**config.mk**
```make
export PLATFORM = sky130hd
export DESIGN_NAME = syn_fetch
export DESIGN_NICKNAME = d
export VERILOG_FILES = /design/src/hdl/snn_pkg.sv /design/src/hdl/syn_fetch.sv
export SDC_FILE = /design/constraint.sdc
export NUM_CORES = 1
export LEC_CHECK = 0
export ABC_AREA = 0
export BUFFER_PORTS_ARGS = -buffer_cell sky130_fd_sc_hd__buf_2
export CORE_AREA = 4 4 41 43
export CTS_CLUSTER_DIAMETER = 50
export DETAILED_ROUTE_END_ITERATION = 10
export DIE_AREA = 0 0 45 47
export PLACE_DENSITY = 0.59
export SYNTH_ARGS = -nofsm -noshare
export SYNTH_HDL_FRONTEND = slang
export SYNTH_SLANG_ARGS = --single-unit
```
**constraint.sdc**
```tcl
create_clock -name clk_i -period 1 [get_ports clk_i]
set_input_delay 0.05 -clock clk_i [delete_from_list [all_inputs] [get_ports clk_i]]
set_output_delay 0.05 -clock clk_i [all_outputs]
set_load 0.005 [all_outputs]
```
**src/hdl/snn_pkg.sv**
```systemverilog
/*
 * SNN core definitions
 * Sizes of the neuron and axon index spaces, the data word width,
 * the saturation limits of the membrane potential and the host
 * region select shared by the status memory, the pipeline and the
 * testbench.
 */
package snn_pkg;

	// ----------------------------------------
	// index widths
	// ----------------------------------------
	// 16 neurons
	localparam int NURN_W = 4;
	// 16 axons per neuron
	localparam int AXON_W = 4;
	// synapse address, neuron index in the upper bits
	localparam int SYN_W = NURN_W + AXON_W;

	// memory depths
	localparam int NUM_NURNS = 2 ** NURN_W;
	localparam int NUM_SYNS = 2 ** SYN_W;

	// ----------------------------------------
	// data word
	// ----------------------------------------
	// signed two's complement everywhere
	localparam int DSIZE = 16;

	// saturation limits for the potential
	localparam logic signed [DSIZE-1:0] POT_MAX = {1'b0, {(DSIZE-1){1'b1}}};
	localparam logic signed [DSIZE-1:0] POT_MIN = {1'b1, {(DSIZE-1){1'b0}}};

	// host region select
	// neuron regions only look at the neuron part of the address
	typedef enum logic [1:0] {
		REG_BIAS    = 2'b00,
		REG_MEMBPOT = 2'b01,
		REG_TH      = 2'b10,
		REG_WEIGHT  = 2'b11
	} mem_region_e;

endpackage

```
**src/hdl/syn_fetch.sv**
```systemverilog
/*
 * Synapse fetch stage
 * Captures an input spike event, forms the synapse address and issues
 * the status memory read, then carries the event on one more cycle to
 * meet the registered memory data.
 */
module syn_fetch (
	input  logic                        clk_i,
	input  logic                        rst_n_i,
	input  logic                        evt_valid_i,
	input  logic [snn_pkg::NURN_W-1:0]  evt_nurn_i,
	input  logic [snn_pkg::AXON_W-1:0]  evt_axon_i,
	output logic                        rd_en_o,
	output logic [snn_pkg::SYN_W-1:0]   rd_syn_addr_o,
	output logic                        s2_valid_o,
	output logic [snn_pkg::NURN_W-1:0]  s2_nurn_o
);

	// ----------------------------------------
	// event capture
	// ----------------------------------------
	always_ff @(posedge clk_i or negedge rst_n_i)
	begin
		if (!rst_n_i)
			rd_en_o <= 1'b0;
		else
			rd_en_o <= evt_valid_i;
	end

	// neuron in the upper bits, axon below
	always_ff @(posedge clk_i)
	begin
		if (evt_valid_i)
			rd_syn_addr_o <= {evt_nurn_i, evt_axon_i};
	end

	// ----------------------------------------
	// align with memory read data
	// ----------------------------------------
	always_ff @(posedge clk_i or negedge rst_n_i)
	begin
		if (!rst_n_i)
			s2_valid_o <= 1'b0;
		else
			s2_valid_o <= rd_en_o;
	end

	// axon no longer needed past the read
	always_ff @(posedge clk_i)
	begin
		if (rd_en_o)
			s2_nurn_o <= rd_syn_addr_o[snn_pkg::SYN_W-1:snn_pkg::AXON_W];
	end

endmodule

```
==> out/qor.txt <==
Final period utilization -> 0.908
Cells after synthesis -> 14
Multi-input gate area -> 0 µm²
Number of synthesized flops with an enable pin -> 12
Max Cap Viol -> 0
Final nets -> 64
Post-DR wirelength/cell -> 13.4 µm
Synth top cells by count -> 12 x edfxtp_1, 2 x dfrtp_1
Largest net degree at the start of global routing -> 10
Initial antenna violation count -> 0
Top_reg_cell synth -> edfxtp_1
Sw power -> 221 µW
Most common cell in the synthesized netlist -> edfxtp_1
# diodes -> 0
CTS Buf Count -> 3
Fraction of registers with async set/reset -> 0.143
Distinct cells, synth -> 2
PD cells -> 1650 nW/µm²
Die Height -> 47 µm
Clock Root Buffer -> clkbuf_4
Fillers -> 118
Setup crit end kind -> output pin
CP max stage cell -> dfrtp_2
Seq pwr share -> 0.628
Crit Path Class -> reg2out
Clock power share -> 0.276
Worst path bufs/invs -> 1
Reg area -> 412 µm²
Crit Path Max Fanout -> 6
Outcome -> completed
Synth Net Count -> 25
Hold Path Class -> in2async
Routed via count -> 285
Critical path arrival -> 0.86 ns
Clk_skew -> 0.00357 ns
Core ar. -> 1300 µm²
Switching fraction of total power -> 0.198
Slew @ Worst Pin -> 0.201 ns
Multi-Input Combinational -> 0
First-pass GRT wire length -> 1480 µm
H-tree depth -> 1
Longest Clk Path Bufs -> 2
Cell row count -> 13
LEAKAGE -> 0.291 nW
Area growth syn-to-layout -> 64.9%
Critical path required time -> 0.95 ns
Post-synth top area share -> 0.878
Area of the mapped netlist -> 410 µm²
Internal power -> 897 µW
Synth area leaders -> edfxtp_1 88%, dfrtp_1 12%
Peak Freq -> 1.10 GHz
Aggregate routed wire length -> 899 µm
Post-route ant nets -> 0
Setup WS pre-CTS -> 0.247 ns
Avg Cell Area, Syn -> 29.3 µm²
Yosys warning total -> 0
Sum Neg Setup Slack -> 0 ns
Initial DRC count -> 5
Drt pass-1 iters -> 4
I/O pins -> 25
Max IR drop VDD -> 0.00106 V
Clock Latency Late Sink -> 0.27 ns
Vias per Instance -> 4.25
FF+latch count, synth -> 14
Final Hold Vio Count -> 0
Final min period -> 0.908 ns
Final setup fails -> 0
Chip Width -> 45 µm
WHS -> 0.0841 ns
Post-CTS setup buffers -> 0
RSZ-0062 raised after global routing -> no
Port Buffers -> 24
Post-synthesis sequential area ratio -> 1.00
Largest stage delay, worst path -> 0.45 ns
Vias in the first global route -> 325
CTS tree -> done
Slew HR -> 0.866
Cell taking the most area after synthesis -> edfxtp_1
Grt ovf -> 0
Delay-heaviest family, CP -> flip-flops
GRT Total Usage -> 0.104
Setup crit start kind -> flop
Combinational power share -> 0.096
Fin. max-slew vios -> 0
Die ar. -> 2120 µm²
Layout cell share with drive strength beyond 1 -> 0.538
Clock slew at reported path FFs -> 0.08 ns
CP cell instances -> buf_2
Final WS setup -> 0.0919 ns
GPL Wtd Cong -> 0.654
Initial Util -> 0.315
CTS sink cnt -> 14
# DRC -> 0
Pwr Total -> 1.12 mW
-- per-layer routing --
layer,part of all wire,track usage
met3,0.15,0.0498
met1,0.33,0.105
met5,0,0
met4,0,0.0526
met2,0.51,0.181
-- power groups by stage --
stage	Sequential [mW]	Combinational, mW	Clock [mW]
after floorplan	0.721	0	0
after global routing	0.710	0.118	0.360
after detailed placement	0.717	0.0784	0
after global placement	0.712	0.0765	0
after CTS	0.704	0.106	0.321
final	0.703	0.107	0.309
-- through the flow --
stage          area [µm²]   util  instances
2_1_floorplan         410      -         14
3_3_place_gp          549  0.422         53
3_5_place_dp          549  0.422         53
4_1_cts               666  0.512         66
5_1_grt               677  0.520         67
6_report              677  0.520         67
-- cell usage in the layout (no fill, tap or decap) --
cell	count
buf_2	24
clkbuf_4	3
clkinv_1	1
dfrtp_1	1
dfrtp_2	1
dlygate4sd3_1	10
edfxtp_1	12
-- cell families (layout without fill, tap and decap cells) --
| group | Yosys count | in the layout | synth area share |
|---|---|---|---|
| buffers and inverters | 0 | 38 | 0 |
| flip-flops | 14 | 14 | 1.00 |
-- sequential cells by signal (all words and copies together), names as in the netlist --
register       count
rd_en_o            1
rd_syn_addr_o      8
s2_nurn_o          4
s2_valid_o         1
-- worst paths after layout --
| kind | from | end | slack [ns] | cells after the start |
|---|---|---|---|---|
| setup / recovery | rd_en_o$_DFF_PN0_ | rd_en_o | 0.09 | 1 |
| hold / removal | rst_n_i | s2_valid_o$_DFF_PN0_ | 0.08 | 2 |
| setup reg to reg | rd_en_o$_DFF_PN0_ | s2_nurn_o[2]$_DFFE_PP_ | 0.29 | 0 |
| hold reg to reg | rd_syn_addr_o[6]$_DFFE_PP_ | s2_nurn_o[2]$_DFFE_PP_ | 0.45 | 0 |
| max in group asynchronous | rst_n_i | rd_en_o$_DFF_PN0_ | 0.80 | 2 |
| min in group clk_i | rd_syn_addr_o[6]$_DFFE_PP_ | s2_nurn_o[2]$_DFFE_PP_ | 0.45 | 0 |
-- cell type report --
cell class              count  area share
well taps                  15      0.0277
repair buffers             34       0.325
flip-flops and latches     14       0.608
clock inverters             1     0.00555
clock buffers               3      0.0333
-- repair_timing --
item | 4_1_cts | 5_1_grt
endpoints found under the hold margin | 10 | 1
setup endpoints to repair | 0 | 1
gates resized for setup | 0 | 1
hold buffers | 9 | 1
Power figures use the tool's default switching activity.
