===== src/hdl/snn_pkg.sv =====
/*
 * SNN core definitions
 * Sizes of the neuron and axon index spaces, the data word width,
 * the saturation limits of the membrane potential and the host
 * region select shared by the status memory, the pipeline and the
 * testbench.
 */
package snn_pkg;

	// ----------------------------------------
	// index widths
	// ----------------------------------------
	// 16 neurons
	localparam int NURN_W = 4;
	// 16 axons per neuron
	localparam int AXON_W = 4;
	// synapse address, neuron index in the upper bits
	localparam int SYN_W = NURN_W + AXON_W;

	// memory depths
	localparam int NUM_NURNS = 2 ** NURN_W;
	localparam int NUM_SYNS = 2 ** SYN_W;

	// ----------------------------------------
	// data word
	// ----------------------------------------
	// signed two's complement everywhere
	localparam int DSIZE = 16;

	// saturation limits for the potential
	localparam logic signed [DSIZE-1:0] POT_MAX = {1'b0, {(DSIZE-1){1'b1}}};
	localparam logic signed [DSIZE-1:0] POT_MIN = {1'b1, {(DSIZE-1){1'b0}}};

	// host region select
	// neuron regions only look at the neuron part of the address
	typedef enum logic [1:0] {
		REG_BIAS    = 2'b00,
		REG_MEMBPOT = 2'b01,
		REG_TH      = 2'b10,
		REG_WEIGHT  = 2'b11
	} mem_region_e;

endpackage


===== src/hdl/neuron_integrate.sv =====
/*
 * Neuron integrate stage
 * Adds the synapse weight to the membrane potential with saturation,
 * forwarding from the last two writebacks, fires when the threshold
 * is reached and writes the new potential or the bias back.
 */
module neuron_integrate (
	input  logic                        clk_i,
	input  logic                        rst_n_i,
	input  logic                        s2_valid_i,
	input  logic [snn_pkg::NURN_W-1:0]  s2_nurn_i,
	input  logic [snn_pkg::DSIZE-1:0]   bias_i,
	input  logic [snn_pkg::DSIZE-1:0]   pot_i,
	input  logic [snn_pkg::DSIZE-1:0]   th_i,
	input  logic [snn_pkg::DSIZE-1:0]   weight_i,
	output logic                        wb_en_o,
	output logic [snn_pkg::NURN_W-1:0]  wb_nurn_o,
	output logic [snn_pkg::DSIZE-1:0]   wb_pot_o,
	output logic                        spike_valid_o,
	output logic [snn_pkg::NURN_W-1:0]  spike_nurn_o
);

	// older writeback record, one cycle behind the wb outputs
	logic                       rec1_en;
	logic [snn_pkg::NURN_W-1:0] rec1_nurn;
	logic [snn_pkg::DSIZE-1:0]  rec1_pot;

	logic signed [snn_pkg::DSIZE-1:0] cur_pot;
	logic signed [snn_pkg::DSIZE:0]   sum_ext;
	logic signed [snn_pkg::DSIZE-1:0] sum_sat;
	logic                             fire;

	// ----------------------------------------
	// forwarding and add
	// ----------------------------------------
	always_comb
	begin
		cur_pot = $signed(pot_i);
		// memory still stale for the two writebacks in flight
		if (rec1_en && rec1_nurn == s2_nurn_i)
			cur_pot = $signed(rec1_pot);
		// newest one wins
		if (wb_en_o && wb_nurn_o == s2_nurn_i)
			cur_pot = $signed(wb_pot_o);
	end

	// one extra bit to catch overflow
	assign sum_ext = {cur_pot[snn_pkg::DSIZE-1], cur_pot}
		+ {weight_i[snn_pkg::DSIZE-1], weight_i};

	always_comb
	begin
		if (sum_ext[snn_pkg::DSIZE] == sum_ext[snn_pkg::DSIZE-1])
			sum_sat = sum_ext[snn_pkg::DSIZE-1:0];
		else if (sum_ext[snn_pkg::DSIZE])
			sum_sat = snn_pkg::POT_MIN;
		else
			sum_sat = snn_pkg::POT_MAX;
	end

	// signed compare against threshold
	assign fire = sum_sat >= $signed(th_i);

	// ----------------------------------------
	// result registers
	// ----------------------------------------
	always_ff @(posedge clk_i or negedge rst_n_i)
	begin
		if (!rst_n_i)
		begin
			wb_en_o <= 1'b0;
			spike_valid_o <= 1'b0;
			rec1_en <= 1'b0;
		end
		else
		begin
			wb_en_o <= s2_valid_i;
			spike_valid_o <= s2_valid_i & fire;
			rec1_en <= wb_en_o;
		end
	end

	always_ff @(posedge clk_i)
	begin
		if (s2_valid_i)
		begin
			wb_nurn_o <= s2_nurn_i;
			spike_nurn_o <= s2_nurn_i;
			// firing resets to bias
			wb_pot_o <= fire ? bias_i : sum_sat;
		end
		rec1_nurn <= wb_nurn_o;
		rec1_pot <= wb_pot_o;
	end

endmodule


===== config.mk =====
export PLATFORM = sky130hd
export DESIGN_NAME = neuron_integrate
export DESIGN_NICKNAME = d
export VERILOG_FILES = /design/src/hdl/snn_pkg.sv /design/src/hdl/neuron_integrate.sv
export SDC_FILE = /design/constraint.sdc
export NUM_CORES = 1
export LEC_CHECK = 0
export BUFFER_PORTS_ARGS = -buffer_cell sky130_fd_sc_hd__buf_2
export CAP_MARGIN = 10
export CORE_ASPECT_RATIO = 0.5
export CORE_MARGIN = 4
export CORE_UTILIZATION = 39
export CTS_BUF_LIST = sky130_fd_sc_hd__clkbuf_2
export DETAILED_ROUTE_END_ITERATION = 16
export PLACE_DENSITY = 0.61
export RECOVER_POWER = 50
export REMOVE_ABC_BUFFERS = 1
export SLEW_MARGIN = 10
export SYNTH_ARGS = -nofsm -noshare
export SYNTH_HDL_FRONTEND = slang
export SYNTH_SLANG_ARGS = --single-unit

===== constraint.sdc =====
create_clock -name clk_i -period 17.45 [get_ports clk_i]
set_input_delay 0 -clock clk_i [delete_from_list [all_inputs] [get_ports clk_i]]
set_output_delay 0 -clock clk_i [all_outputs]
set_load 0.1 [all_outputs]

==> reports/qor.csv, run 1 <==
stage,metric,value,unit
layout,layout_common_cells,"buf_2, nand2_1, ha_1, o21ai_0",
clocking,root_buffer,clkbuf_2,
logic_synthesis,postSynthCellCount,339,
logic_synthesis,synth_area_leaders,"edfxtp_1, dfxtp_1, ha_1",
worst_setup_path,r2r-start,spike_nurn_o[2],
layout,layout_commonest_cell,buf_2,
worst_setup_path,arrival,6.56,ns
logic_synthesis,async_flop_share,0.0698,
worst_setup_path,worst-endpoint-required,17.74,ns
global_routing,antenna_found_initial,0,
routing,drcViolationCount,0,
clocking,cts.sinks,43,
global_routing,grt_pass1_wl,13800,microns
clocking,tritoncts,done,
timing,setup_viol,0,
power,p_leak,1.77,nW
timing,fin_ws,11.18,ns
worst_setup_path,critical_path.endpoint_type,register,
placement,dp_hpwl,6830,microns
logic_synthesis,yosysTopAreaCell,edfxtp_1,
hold_path,min_path_cells,3,
timing,finalHoldViolCount,0,
worst_setup_path,crit_chain,xor2_1 > nor4_2 > buf_4 > nand2_1 > o21ai_0 > ha_1 > inv_1 > fa_1 > nand2b_1 > a21oi_1 > o211a_4 > a31oi_4 > a211oi_2 > nor2_1 > nand2_1 > ha_1 > a21oi_1 > o21ai_0 > a2111oi_0 > mux2_2 > o31a_1 > nand3_1 > o2bb2ai_1,
worst_setup_path,reg2reg_slack,11.18,ns
clocking,clockBufferDepth,2,
clocking,clk_latency,0.42,ns
worst_setup_path,timing.rr.end,wb_pot_o[4],
worst_setup_path,cp.buffers_inverters,2,
worst_setup_path,slowest_stage,a211oi_2,
layout,drive_above_1_share,0.253,
logic_synthesis,synth_edf_count,20,
floorplan,core_area,0.00757,sq mm
worst_setup_path,cpPeakStageDelay,0.61,ns
timing,grt_setup_unrepaired,false,
timing,skew,0.0183,ns
clocking,cts_setup_buffers,0,
logic_synthesis,yosys.area.top_type_share,0.192,
global_routing,grt_pass1_vias,2614,
placement,portBuffers,96,
hold_path,hold_path.class,input pin to register,
layout,antenna_cells,0,
clocking,cts-htree-levels,2,
layout,seqCellArea,0.00108,sq mm
routing,wl_per_cell,15.5,microns
worst_setup_path,worstSetupStartpointType,register,
logic_synthesis,ys_seq_area_frac,0.344,
timing,fin_crit,6.27,ns
logic_synthesis,ys_seq_elements,43,
floorplan,die-area,0.00961,sq mm
placement,gp_congestion,0.876,
timing,slew_headroom,0.136,
routing,first_pass_iters,5,
hold_path,holdPathEnd,wb_pot_o[8],
power,peakVddDrop,0.0335,mV
logic_synthesis,syn_area_per_cell,9.23,sq um
timing,tns,0,ns
layout,multiInputGateArea,0.00191,sq mm
layout,synthToLayoutAreaGrowth,26.9,%
power,pwr_density_cell,113,mW/mm^2
routing,dr.first_iter.drc_count,210,
logic_synthesis,yosys_warnings,0,
power,power,0.449,mW
timing,post-route-period-util,0.360,
worst_setup_path,worstSetupPathType,register to register,
clocking,cts.clk_slew.worst_paths,0.25,ns
layout,nFillCells,741,
global_routing,gr-total-overflow,0,
floorplan,die_w,135,microns
routing,vias,2828,
floorplan,rows,22,
layout,finalNetCount,558,
worst_setup_path,worstSetupStartpoint,spike_nurn_o[2],
timing,tightest_slew,1.30,ns
timing,timing.fmax,159,MHz
routing,ant_nets,0,
hold_path,min_from,bias_i[8],
logic_synthesis,syn_area,0.00313,sq mm
clocking,cts_inserted_buffers,5,
logic_synthesis,ys.flop_type,edfxtp_1,
placement,dp_slack,11.27,ns
worst_setup_path,crit_fanout,32,
flow_run,cap_viol_max_count,0,
worst_setup_path,reg2regPathDepth,23,
global_routing,grt_max_degree,33,
timing,drv_slew,0,
global_routing,grt_usage,0.181,
floorplan,die_y,71.3,microns
logic_synthesis,synth.distinct_cells,51,
status,status,"complete, no violations",
routing,routed_via_density,5.02,
floorplan,initial_utilization,0.413,
floorplan,pin_count,97,
worst_setup_path,cp_top_family,compound AO/OA/AOI/OAI gates,
routing,wl,8710,microns
==> synthesized netlist by cell type, drive strengths merged, types with 3 or more instances <==
cell,instances
mux2,4
nor2,17
a31oi,8
nor4,3
nand2,35
dfxtp,20
nor3,11
mux2i,16
o31ai,4
dfrtp,3
nand4,4
xor2,8
xnor2,11
a21o,8
buf,6
o2bb2ai,7
a211o,3
a21oi,19
clkbuf,7
edfxtp,20
a211oi,7
o211ai,7
nand3,5
nand2b,5
and3,4
ha,32
inv,22
o21ai,24
==> logic make-up after synthesis <==
logic type,count (synthesis),synth area share
AOI/OAI and AO/OA,97,0.213
and+or+nand+nor,91,0.137
DFF,43,0.344
buffers and inverters,35,0.0496
adders and majority gates,34,0.138
muxes,20,0.0656
xor gates and xnor gates,19,0.0532
==> where the power goes <==
part | switching, mW | internal [mW]
registers | 0.0116 | 0.132
clock network | 0.0374 | 0.0103
logic | 0.181 | 0.0769
total | 0.230 | 0.219
==> worst register-to-register path, cell delays in order (launching register included) <==
cell and delay, ns:
edfxtp_1 0.49, xor2_1 0.18, nor4_2 0.26, buf_4 0.34, nand2_1 0.09, o21ai_0 0.08, ha_1 0.21, inv_1 0.06
fa_1 0.39, nand2b_1 0.18, a21oi_1 0.27, o211a_4 0.26, a31oi_4 0.13, a211oi_2 0.61, nor2_1 0.28, nand2_1 0.15
ha_1 0.25, a21oi_1 0.15, o21ai_0 0.11, a2111oi_0 0.36, mux2_2 0.23, o31a_1 0.52, nand3_1 0.36, o2bb2ai_1 0.23
==> cell type report <==
| class | instances | share of cell area |
|---|---|---|
| clock buffers | 5 | 0.00630 |
| clock inverters | 3 | 0.00598 |
| inverters | 22 | 0.0208 |
| multi-input cells | 261 | 0.482 |
| flip-flops and latches | 43 | 0.271 |
| well taps | 108 | 0.0340 |
| repair buffers | 121 | 0.180 |
==> state kept, by name, indices dropped and copies added, names as in the netlist <==
signal / cells
spike_valid_o: 1
wb_en_o: 1
rec1_nurn: 4
wb_pot_o: 16
spike_nurn_o: 4
rec1_pot: 16
rec1_en: 1
==> how the worst max path moves through the flow <==
stage                    to  cells past startpoint  slack [ns]
3_5_place_dp    wb_pot_o[4]                     23       11.27
5_1_grt         wb_pot_o[2]                     23       10.39
3_3_place_gp    wb_pot_o[6]                     23       11.42
4_1_cts         wb_pot_o[4]                     23       11.20
2_1_floorplan  wb_pot_o[14]                     22        9.18
6_report        wb_pot_o[4]                     23       11.18
==> timing repair <==
item	4_1_cts	5_1_grt
hold buffers	21	1
endpoints found under the hold margin	22	1
resized for setup	0	0
==> routing by layer <==
| metal | global-route usage | routed length (microns) | up-vias |
|---|---|---|---|
| li1 | - | - | 1477 |
| met1 | 0.293 | 4810 | 1256 |
| met2 | 0.243 | 3270 | 91 |
| met3 | 0.0400 | 603 | 4 |
| met4 | 0.0271 | 32 | 0 |
| met5 | 0 | 0 | - |
==> stage by stage <==
stage | hold slack [ns] | utilization | std cells | cell area, sq um
finish | 0.0314 | 0.525 | 563 | 3970
global route | 0.0120 | 0.525 | 563 | 3970
CTS | 0.000139 | 0.524 | 562 | 3970
detailed placement | -0.199 | 0.490 | 533 | 3710
global placement | -0.199 | 0.490 | 533 | 3710
floorplan | -0.296 | - | 326 | 3060
Note: power is estimated with default switching activity, not from simulation.
==> run 2, diff against run 1 <==
--- a/config.mk
+++ b/config.mk
@@ -12,7 +12,7 @@
 export CORE_UTILIZATION = 39
 export CTS_BUF_LIST = sky130_fd_sc_hd__clkbuf_2
 export DETAILED_ROUTE_END_ITERATION = 16
-export PLACE_DENSITY = 0.61
+export PLACE_DENSITY = 0.63
 export RECOVER_POWER = 50
 export REMOVE_ABC_BUFFERS = 1
 export SLEW_MARGIN = 10
==> constraint.sdc (replaced) <==
create_clock -name clk_i -period 5.68 [get_ports clk_i]
set_input_delay 0 -clock clk_i [delete_from_list [all_inputs] [get_ports clk_i]]
set_output_delay 0 -clock clk_i [all_outputs]
set_load 0.1 [all_outputs]
==> run 2 against run 1 <==
Net effect: sequential power rose to 3.1 times the previous value; final cell count up 7.5%; worst hold slack better by 0.14 ns; critical path depth down 2; via count up 9.2%; register-to-register slack worse by 11 ns; core utilization up 7.8 points; global-route usage up 0.27 points; sequential cell count unchanged; non-clock buffer count up 42; first-iteration DRC count up 5.7%; critical endpoint is now wb_pot_o[3].
==> reports/qor.csv, run 2 (synthesized netlist as in run 1, its figures left out) <==
stage,metric,value,unit
worst_setup_path,cpPeakStageDelay,0.48,ns
placement,gp_congestion,0.888,
placement,portBuffers,96,
routing,first_pass_iters,4,
clocking,cts.sinks,43,
clocking,cts_inserted_buffers,5,
floorplan,die_y,71.3,microns
power,power.share.clock,0.096,
clocking,tritoncts,done,
placement,dp_slack,0.144,ns
power,swShare,0.501,
worst_setup_path,reg2reg_slack,0.24,ns
worst_setup_path,cp_top_family,compound AO/OA/AOI/OAI gates,
worst_setup_path,r2r-start,spike_nurn_o[1],
floorplan,die_w,135,microns
floorplan,rows,22,
worst_setup_path,slowest_stage,edfxtp_1,
routing,wl,9720,microns
routing,drcViolationCount,0,
timing,skew,0.0238,ns
timing,tightest_slew,1.38,ns
global_routing,grtUsageMet1,0.275,
power,p_leak,2.05,nW
global_routing,antenna_found_initial,0,
timing,setup_viol,0,
clocking,cts-htree-levels,2,
floorplan,pin_count,97,
layout,synthToLayoutAreaGrowth,45.7,%
power,pwr_density_cell,339,mW/mm^2
status,status,"complete, no violations",
worst_setup_path,cp.buffers_inverters,4,
routing,routed_via_density,5.10,
global_routing,grt_max_degree,23,
worst_setup_path,crit_chain,xnor2_1 > nand2_1 > nor4_4 > buf_6 > buf_4 > nand2_1 > o21ai_1 > ha_2 > a2111o_1 > o211a_4 > a31oi_4 > buf_4 > a31oi_4 > maj3_2 > ha_1 > and4_4 > a2111oi_4 > mux2_4 > o31a_1 > buf_6 > mux2_2,
power,switching_power,0.773,mW
routing,dr.first_iter.drc_count,222,
power,power,1.54,mW
clocking,cts.clk_slew.worst_paths,0.26,ns
worst_setup_path,crit_fanout,7,
global_routing,gr-total-overflow,0,
worst_setup_path,crit_cells,21,
timing,slew_headroom,0.0777,
layout,finalNetCount,600,
global_routing,grt_pass1_wl,14000,microns
worst_setup_path,worst-endpoint-required,5.92,ns
power,power.internal,0.771,mW
global_routing,grt_use_met2,0.271,
power,combinationalPowerShare,0.620,
layout,drive_above_1_share,0.388,
worst_setup_path,critical_path.endpoint_type,register,
hold_path,hold_path.class,input pin to register,
power,peakVddDrop,0.136,mV
timing,drv_slew,0,
worst_setup_path,timing.rr.end,wb_pot_o[3],
clocking,clk_latency,0.47,ns
clocking,root_buffer,clkbuf_2,
timing,fin_ws,0.236,ns
layout,layout_commonest_cell,buf_2,
power,seqPwrFrac,0.283,
global_routing,met3_usage,0.0344,
timing,post-route-period-util,0.958,
layout,antenna_cells,0,
floorplan,core_area,0.00757,sq mm
hold_path,min_path_cells,5,
routing,ant_nets,0,
worst_setup_path,crit_path_end,wb_pot_o[3],
floorplan,die-area,0.00961,sq mm
floorplan,initial_utilization,0.413,
worst_setup_path,arrival,5.69,ns
layout,layout_common_cells,"buf_2, buf_4, nand2_1, ha_1, dlygate4sd3_1",
timing,fin_crit,5.44,ns
global_routing,grt_usage,0.184,
timing,timing.fmax,184,MHz
layout,fin_util,0.602,
worst_setup_path,worstSetupStartpointType,register,
flow_run,cap_viol_max_count,0,
worst_setup_path,reg2regPathDepth,21,
timing,finalHoldViolCount,0,
layout,reg_top3,"rec1_pot: 16 flops, wb_pot_o: 16 flops",
global_routing,grt_busiest_layer,met1,
routing,wl_per_cell,16.1,microns
global_routing,grt_pass1_vias,2840,
worst_setup_path,worstSetupPathType,register to register,
routing,vias,3088,
placement,dp_hpwl,7020,microns
clocking,clockBufferDepth,2,
worst_setup_path,worstSetupStartpoint,spike_nurn_o[1],
==> run 2: cell types whose count changed in the layout (fill, tap and decap cells not counted), moves of 6 or more <==
cell     previous run  this run
a21oi_1            18        11
buf_4               3        36
buf_6               0         6
nor3_1             11         5
a21oi_2             1         7
==> run 2: layout make-up <==
class,count,area [sq um]
clock inverters,3,22.5
inverters,22,82.6
multi-input cells,261,2150
fillers,681,3010
flip-flops and latches,43,1080
well taps,108,135
repair buffers,163,1070
clock buffers,5,25.0
==> run 2: through the flow <==
step	instance area, sq um	std cells	hold slack, ns	setup TNS, ns
after floorplan	3060	326	-0.296	-41.52
after global placement	3800	543	-0.201	0
after detailed placement	3800	543	-0.203	0
after CTS	4080	574	0.146	0
after global routing	4560	605	0.177	-0.516
final	4560	605	0.174	0
==> run 2: power groups by stage <==
| stage | logic [mW] | registers, mW | clock network [mW] |
|---|---|---|---|
| after floorplan | 0.346 | 0.693 | 0 |
| after global placement | 0.802 | 0.444 | 0 |
| after detailed placement | 0.806 | 0.445 | 0 |
| after CTS | 0.823 | 0.437 | 0.154 |
| after global routing | 1.02 | 0.446 | 0.166 |
| final | 0.958 | 0.438 | 0.149 |
==> run 2: per-layer routing <==
metal  vias up  wire, microns
met5         -              0
met3         9            554
met1      1420           4820
li1       1563              -
met2        96           4250
met4         0             86
==> run 2: worst min-delay path by stage <==
stage           startpoint       endpoint
2_1_floorplan      rst_n_i        rec1_en
6_report       weight_i[0]    wb_pot_o[0]
5_1_grt        weight_i[0]    wb_pot_o[0]
3_3_place_gp       rst_n_i  spike_valid_o
3_5_place_dp       rst_n_i  spike_valid_o
4_1_cts        weight_i[0]    wb_pot_o[0]
==> run 2: worst register-to-register path, cell delays in order, from the launching register on <==
cell and delay [ns]:
edfxtp_1 0.48, xnor2_1 0.17, nand2_1 0.11, nor4_4 0.33, buf_6 0.18, buf_4 0.12, nand2_1 0.04, o21ai_1 0.09
ha_2 0.31, a2111o_1 0.45, o211a_4 0.30, a31oi_4 0.27, buf_4 0.17, a31oi_4 0.11, maj3_2 0.36, ha_1 0.32
and4_4 0.21, a2111oi_4 0.34, mux2_4 0.20, o31a_1 0.21, buf_6 0.14, mux2_2 0.32
==> run 2: repair_timing <==
action,CTS,global route
endpoints found under the setup margin,0,17
endpoints found under the hold margin,24,0
hold buffers,23,0
buffers inserted,0,30
gates resized for setup,0,65
==> run 3, diff against run 2 <==
--- a/config.mk
+++ b/config.mk
@@ -9,10 +9,10 @@
 export CAP_MARGIN = 10
 export CORE_ASPECT_RATIO = 0.5
 export CORE_MARGIN = 4
-export CORE_UTILIZATION = 39
+export CORE_UTILIZATION = 30
 export CTS_BUF_LIST = sky130_fd_sc_hd__clkbuf_2
 export DETAILED_ROUTE_END_ITERATION = 16
-export PLACE_DENSITY = 0.63
+export PLACE_DENSITY = 0.5
 export RECOVER_POWER = 50
 export REMOVE_ABC_BUFFERS = 1
 export SLEW_MARGIN = 10
==> run 3 against run 2 <==
Net effect: clock-buffer cell count stayed put; routed wire length up 5.8%; highest routed layer unchanged; sequential power is essentially flat; first-iteration DRC count is 5.0% lower; combinational power up 2.5%; critical path depth unchanged; clock power up 28%; design area is 3.9% higher.
==> reports/qor.csv, run 3 (synthesized netlist as in run 1, its figures left out) <==
stage,metric,value,unit
global_routing,grt_pass1_wl,14700,microns
placement,portBuffers,96,
timing,fin_crit,5.44,ns
floorplan,die_w,152,microns
clocking,cts-htree-levels,2,
layout,layout_common_cells,"buf_2, buf_4, nand2_1, ha_1, dlygate4sd3_1",
worst_setup_path,worstSetupStartpoint,rec1_nurn[1],
timing,timing.fmax,184,MHz
placement,dp_cells,590,
power,switching_power,0.776,mW
layout,fin_util,0.465,
routing,drcViolationCount,0,
timing,skew,0.0223,ns
timing,slew_headroom,0.115,
global_routing,grt_usage,0.152,
worst_setup_path,worstSetupPathType,register to register,
floorplan,pin_count,97,
layout,reg_top3,"rec1_pot: 16 flops, wb_pot_o: 16 flops",
placement,dp_hpwl,7540,microns
layout,antenna_cells,0,
clocking,clk_latency,0.45,ns
clocking,cts.sinks,43,
floorplan,rows,26,
global_routing,grt_pass1_vias,2863,
routing,ant_nets,0,
clocking,root_buffer,clkbuf_2,
timing,post-route-period-util,0.957,
hold_path,hold_path.class,input pin to register,
timing,grt_setup_unrepaired,true,
power,combinationalPowerShare,0.610,
clocking,cts_inserted_buffers,5,
floorplan,core_area,0.0102,sq mm
routing,wl,10300,microns
worst_setup_path,crit_fanout,8,
clocking,tritoncts,done,
routing,dr.first_iter.drc_count,211,
power,power.internal,0.833,mW
power,seqPwrFrac,0.271,
power,peakVddDrop,0.120,mV
timing,drv_slew,0,
hold_path,min_from,weight_i[0],
routing,first_pass_iters,5,
floorplan,die_y,80.2,microns
routing,wl_per_cell,15.8,microns
global_routing,gr-total-overflow,0,
global_routing,antenna_found_initial,0,
global_routing,grt_max_degree,25,
routing,routed_via_density,4.89,
worst_setup_path,arrival,5.67,ns
power,power,1.61,mW
layout,drive_above_1_share,0.402,
power,swShare,0.482,
timing,finalHoldViolCount,0,
status,status,"complete, no violations",
layout,finalNetCount,615,
worst_setup_path,worst-endpoint-required,5.91,ns
power,pwr_density_cell,340,mW/mm^2
clocking,clockBufferDepth,2,
power,p_leak,2.14,nW
worst_setup_path,worstSetupStartpointType,register,
layout,layout_commonest_cell,buf_2,
worst_setup_path,r2r-start,rec1_nurn[1],
timing,tightest_slew,1.33,ns
power,power.share.clock,0.119,
layout,fin_cells,652,
routing,vias,3190,
layout,postLayoutCellArea,0.00474,sq mm
floorplan,die-area,0.0122,sq mm
placement,placed_cell_area,0.00396,sq mm
timing,setup_viol,0,
worst_setup_path,critical_path.endpoint_type,register,
clocking,cts.clk_slew.worst_paths,0.24,ns
floorplan,initial_utilization,0.307,
layout,synthToLayoutAreaGrowth,51.4,%
flow_run,cap_viol_max_count,0,
placement,gp_congestion,0.847,
-- run 3: path summary, 6_finish.rpt --
check,to,slack [ns],depth (start not counted)
max,wb_pot_o[7],0.24,21
min,wb_pot_o[0],0.05,4
max reg2reg,wb_pot_o[7],0.24,21
min reg2reg,rec1_pot[5],0.43,0
max in group asynchronous,rec1_en,5.12,3
min in group asynchronous,spike_valid_o,0.41,3
-- run 3: through the flow --
step / hold slack [ns] / setup TNS (ns) / setup WS (ns)
5_1_grt: 0.0356 / -0.270 / -0.0714
3_3_place_gp: -0.200 / 0 / 0.0429
4_1_cts: 0.0201 / 0 / 0.00376
2_1_floorplan: -0.296 / -41.52 / -2.59
6_report: 0.0518 / 0 / 0.243
3_5_place_dp: -0.196 / -0.0199 / -0.0199
-- run 3: layer usage --
| layer | part of all wire | wire length (microns) | global-route usage | vias to the layer above |
|---|---|---|---|---|
| li1 | - | - | - | 1598 |
| met1 | 0.50 | 5160 | 0.234 | 1476 |
| met2 | 0.42 | 4330 | 0.220 | 102 |
| met3 | 0.066 | 683 | 0.0269 | 14 |
| met4 | 0.011 | 112 | 0.0329 | 0 |
| met5 | 0 | 0 | 0 | - |
-- run 3: timing repair --
| item | in CTS | in global routing |
|---|---|---|
| resized for setup | 1 | 55 |
| hold buffers | 23 | 0 |
| setup endpoints to repair | 11 | 17 |
| pin swaps | 0 | 29 |
| buffers inserted | 1 | 27 |
| gates cloned | 0 | 3 |
| hold endpoints to repair | 24 | 0 |
-- run 3: power by group through the flow --
stage | clock (mW) | sequential, mW | combinational (mW)
after floorplan | 0 | 0.693 | 0.346
after global placement | 0 | 0.445 | 0.834
after detailed placement | 0 | 0.446 | 0.833
after CTS | 0.195 | 0.438 | 0.853
after global routing | 0.209 | 0.446 | 1.06
final | 0.191 | 0.437 | 0.982
-- run 3: cell type report --
cell class              count  area, sq um
fillers                  1012         5440
repair buffers            178         1210
well taps                 140          175
flip-flops and latches     43         1080
clock buffers               5         25.0
inverters                  22         82.6
multi-input cells         261         2130
clock inverters             3         43.8
-- run 3: worst max-delay path, cell delays in order, from the launching register on --
cell and delay (ns):
dfxtp_2 0.37, xnor2_1 0.13, nand2_1 0.11, nor4_4 0.27, buf_4 0.18, clkbuf_16 0.17
mux2i_1 0.18, o21ai_0 0.09, ha_1 0.32, a2111o_1 0.41, o211a_4 0.29, buf_12 0.13
nor4_2 0.28, nor3_2 0.10, maj3_2 0.35, ha_1 0.30, and4_1 0.22, a2111oi_2 0.34
mux2_4 0.21, o31a_1 0.27, buf_4 0.17, mux2_2 0.32
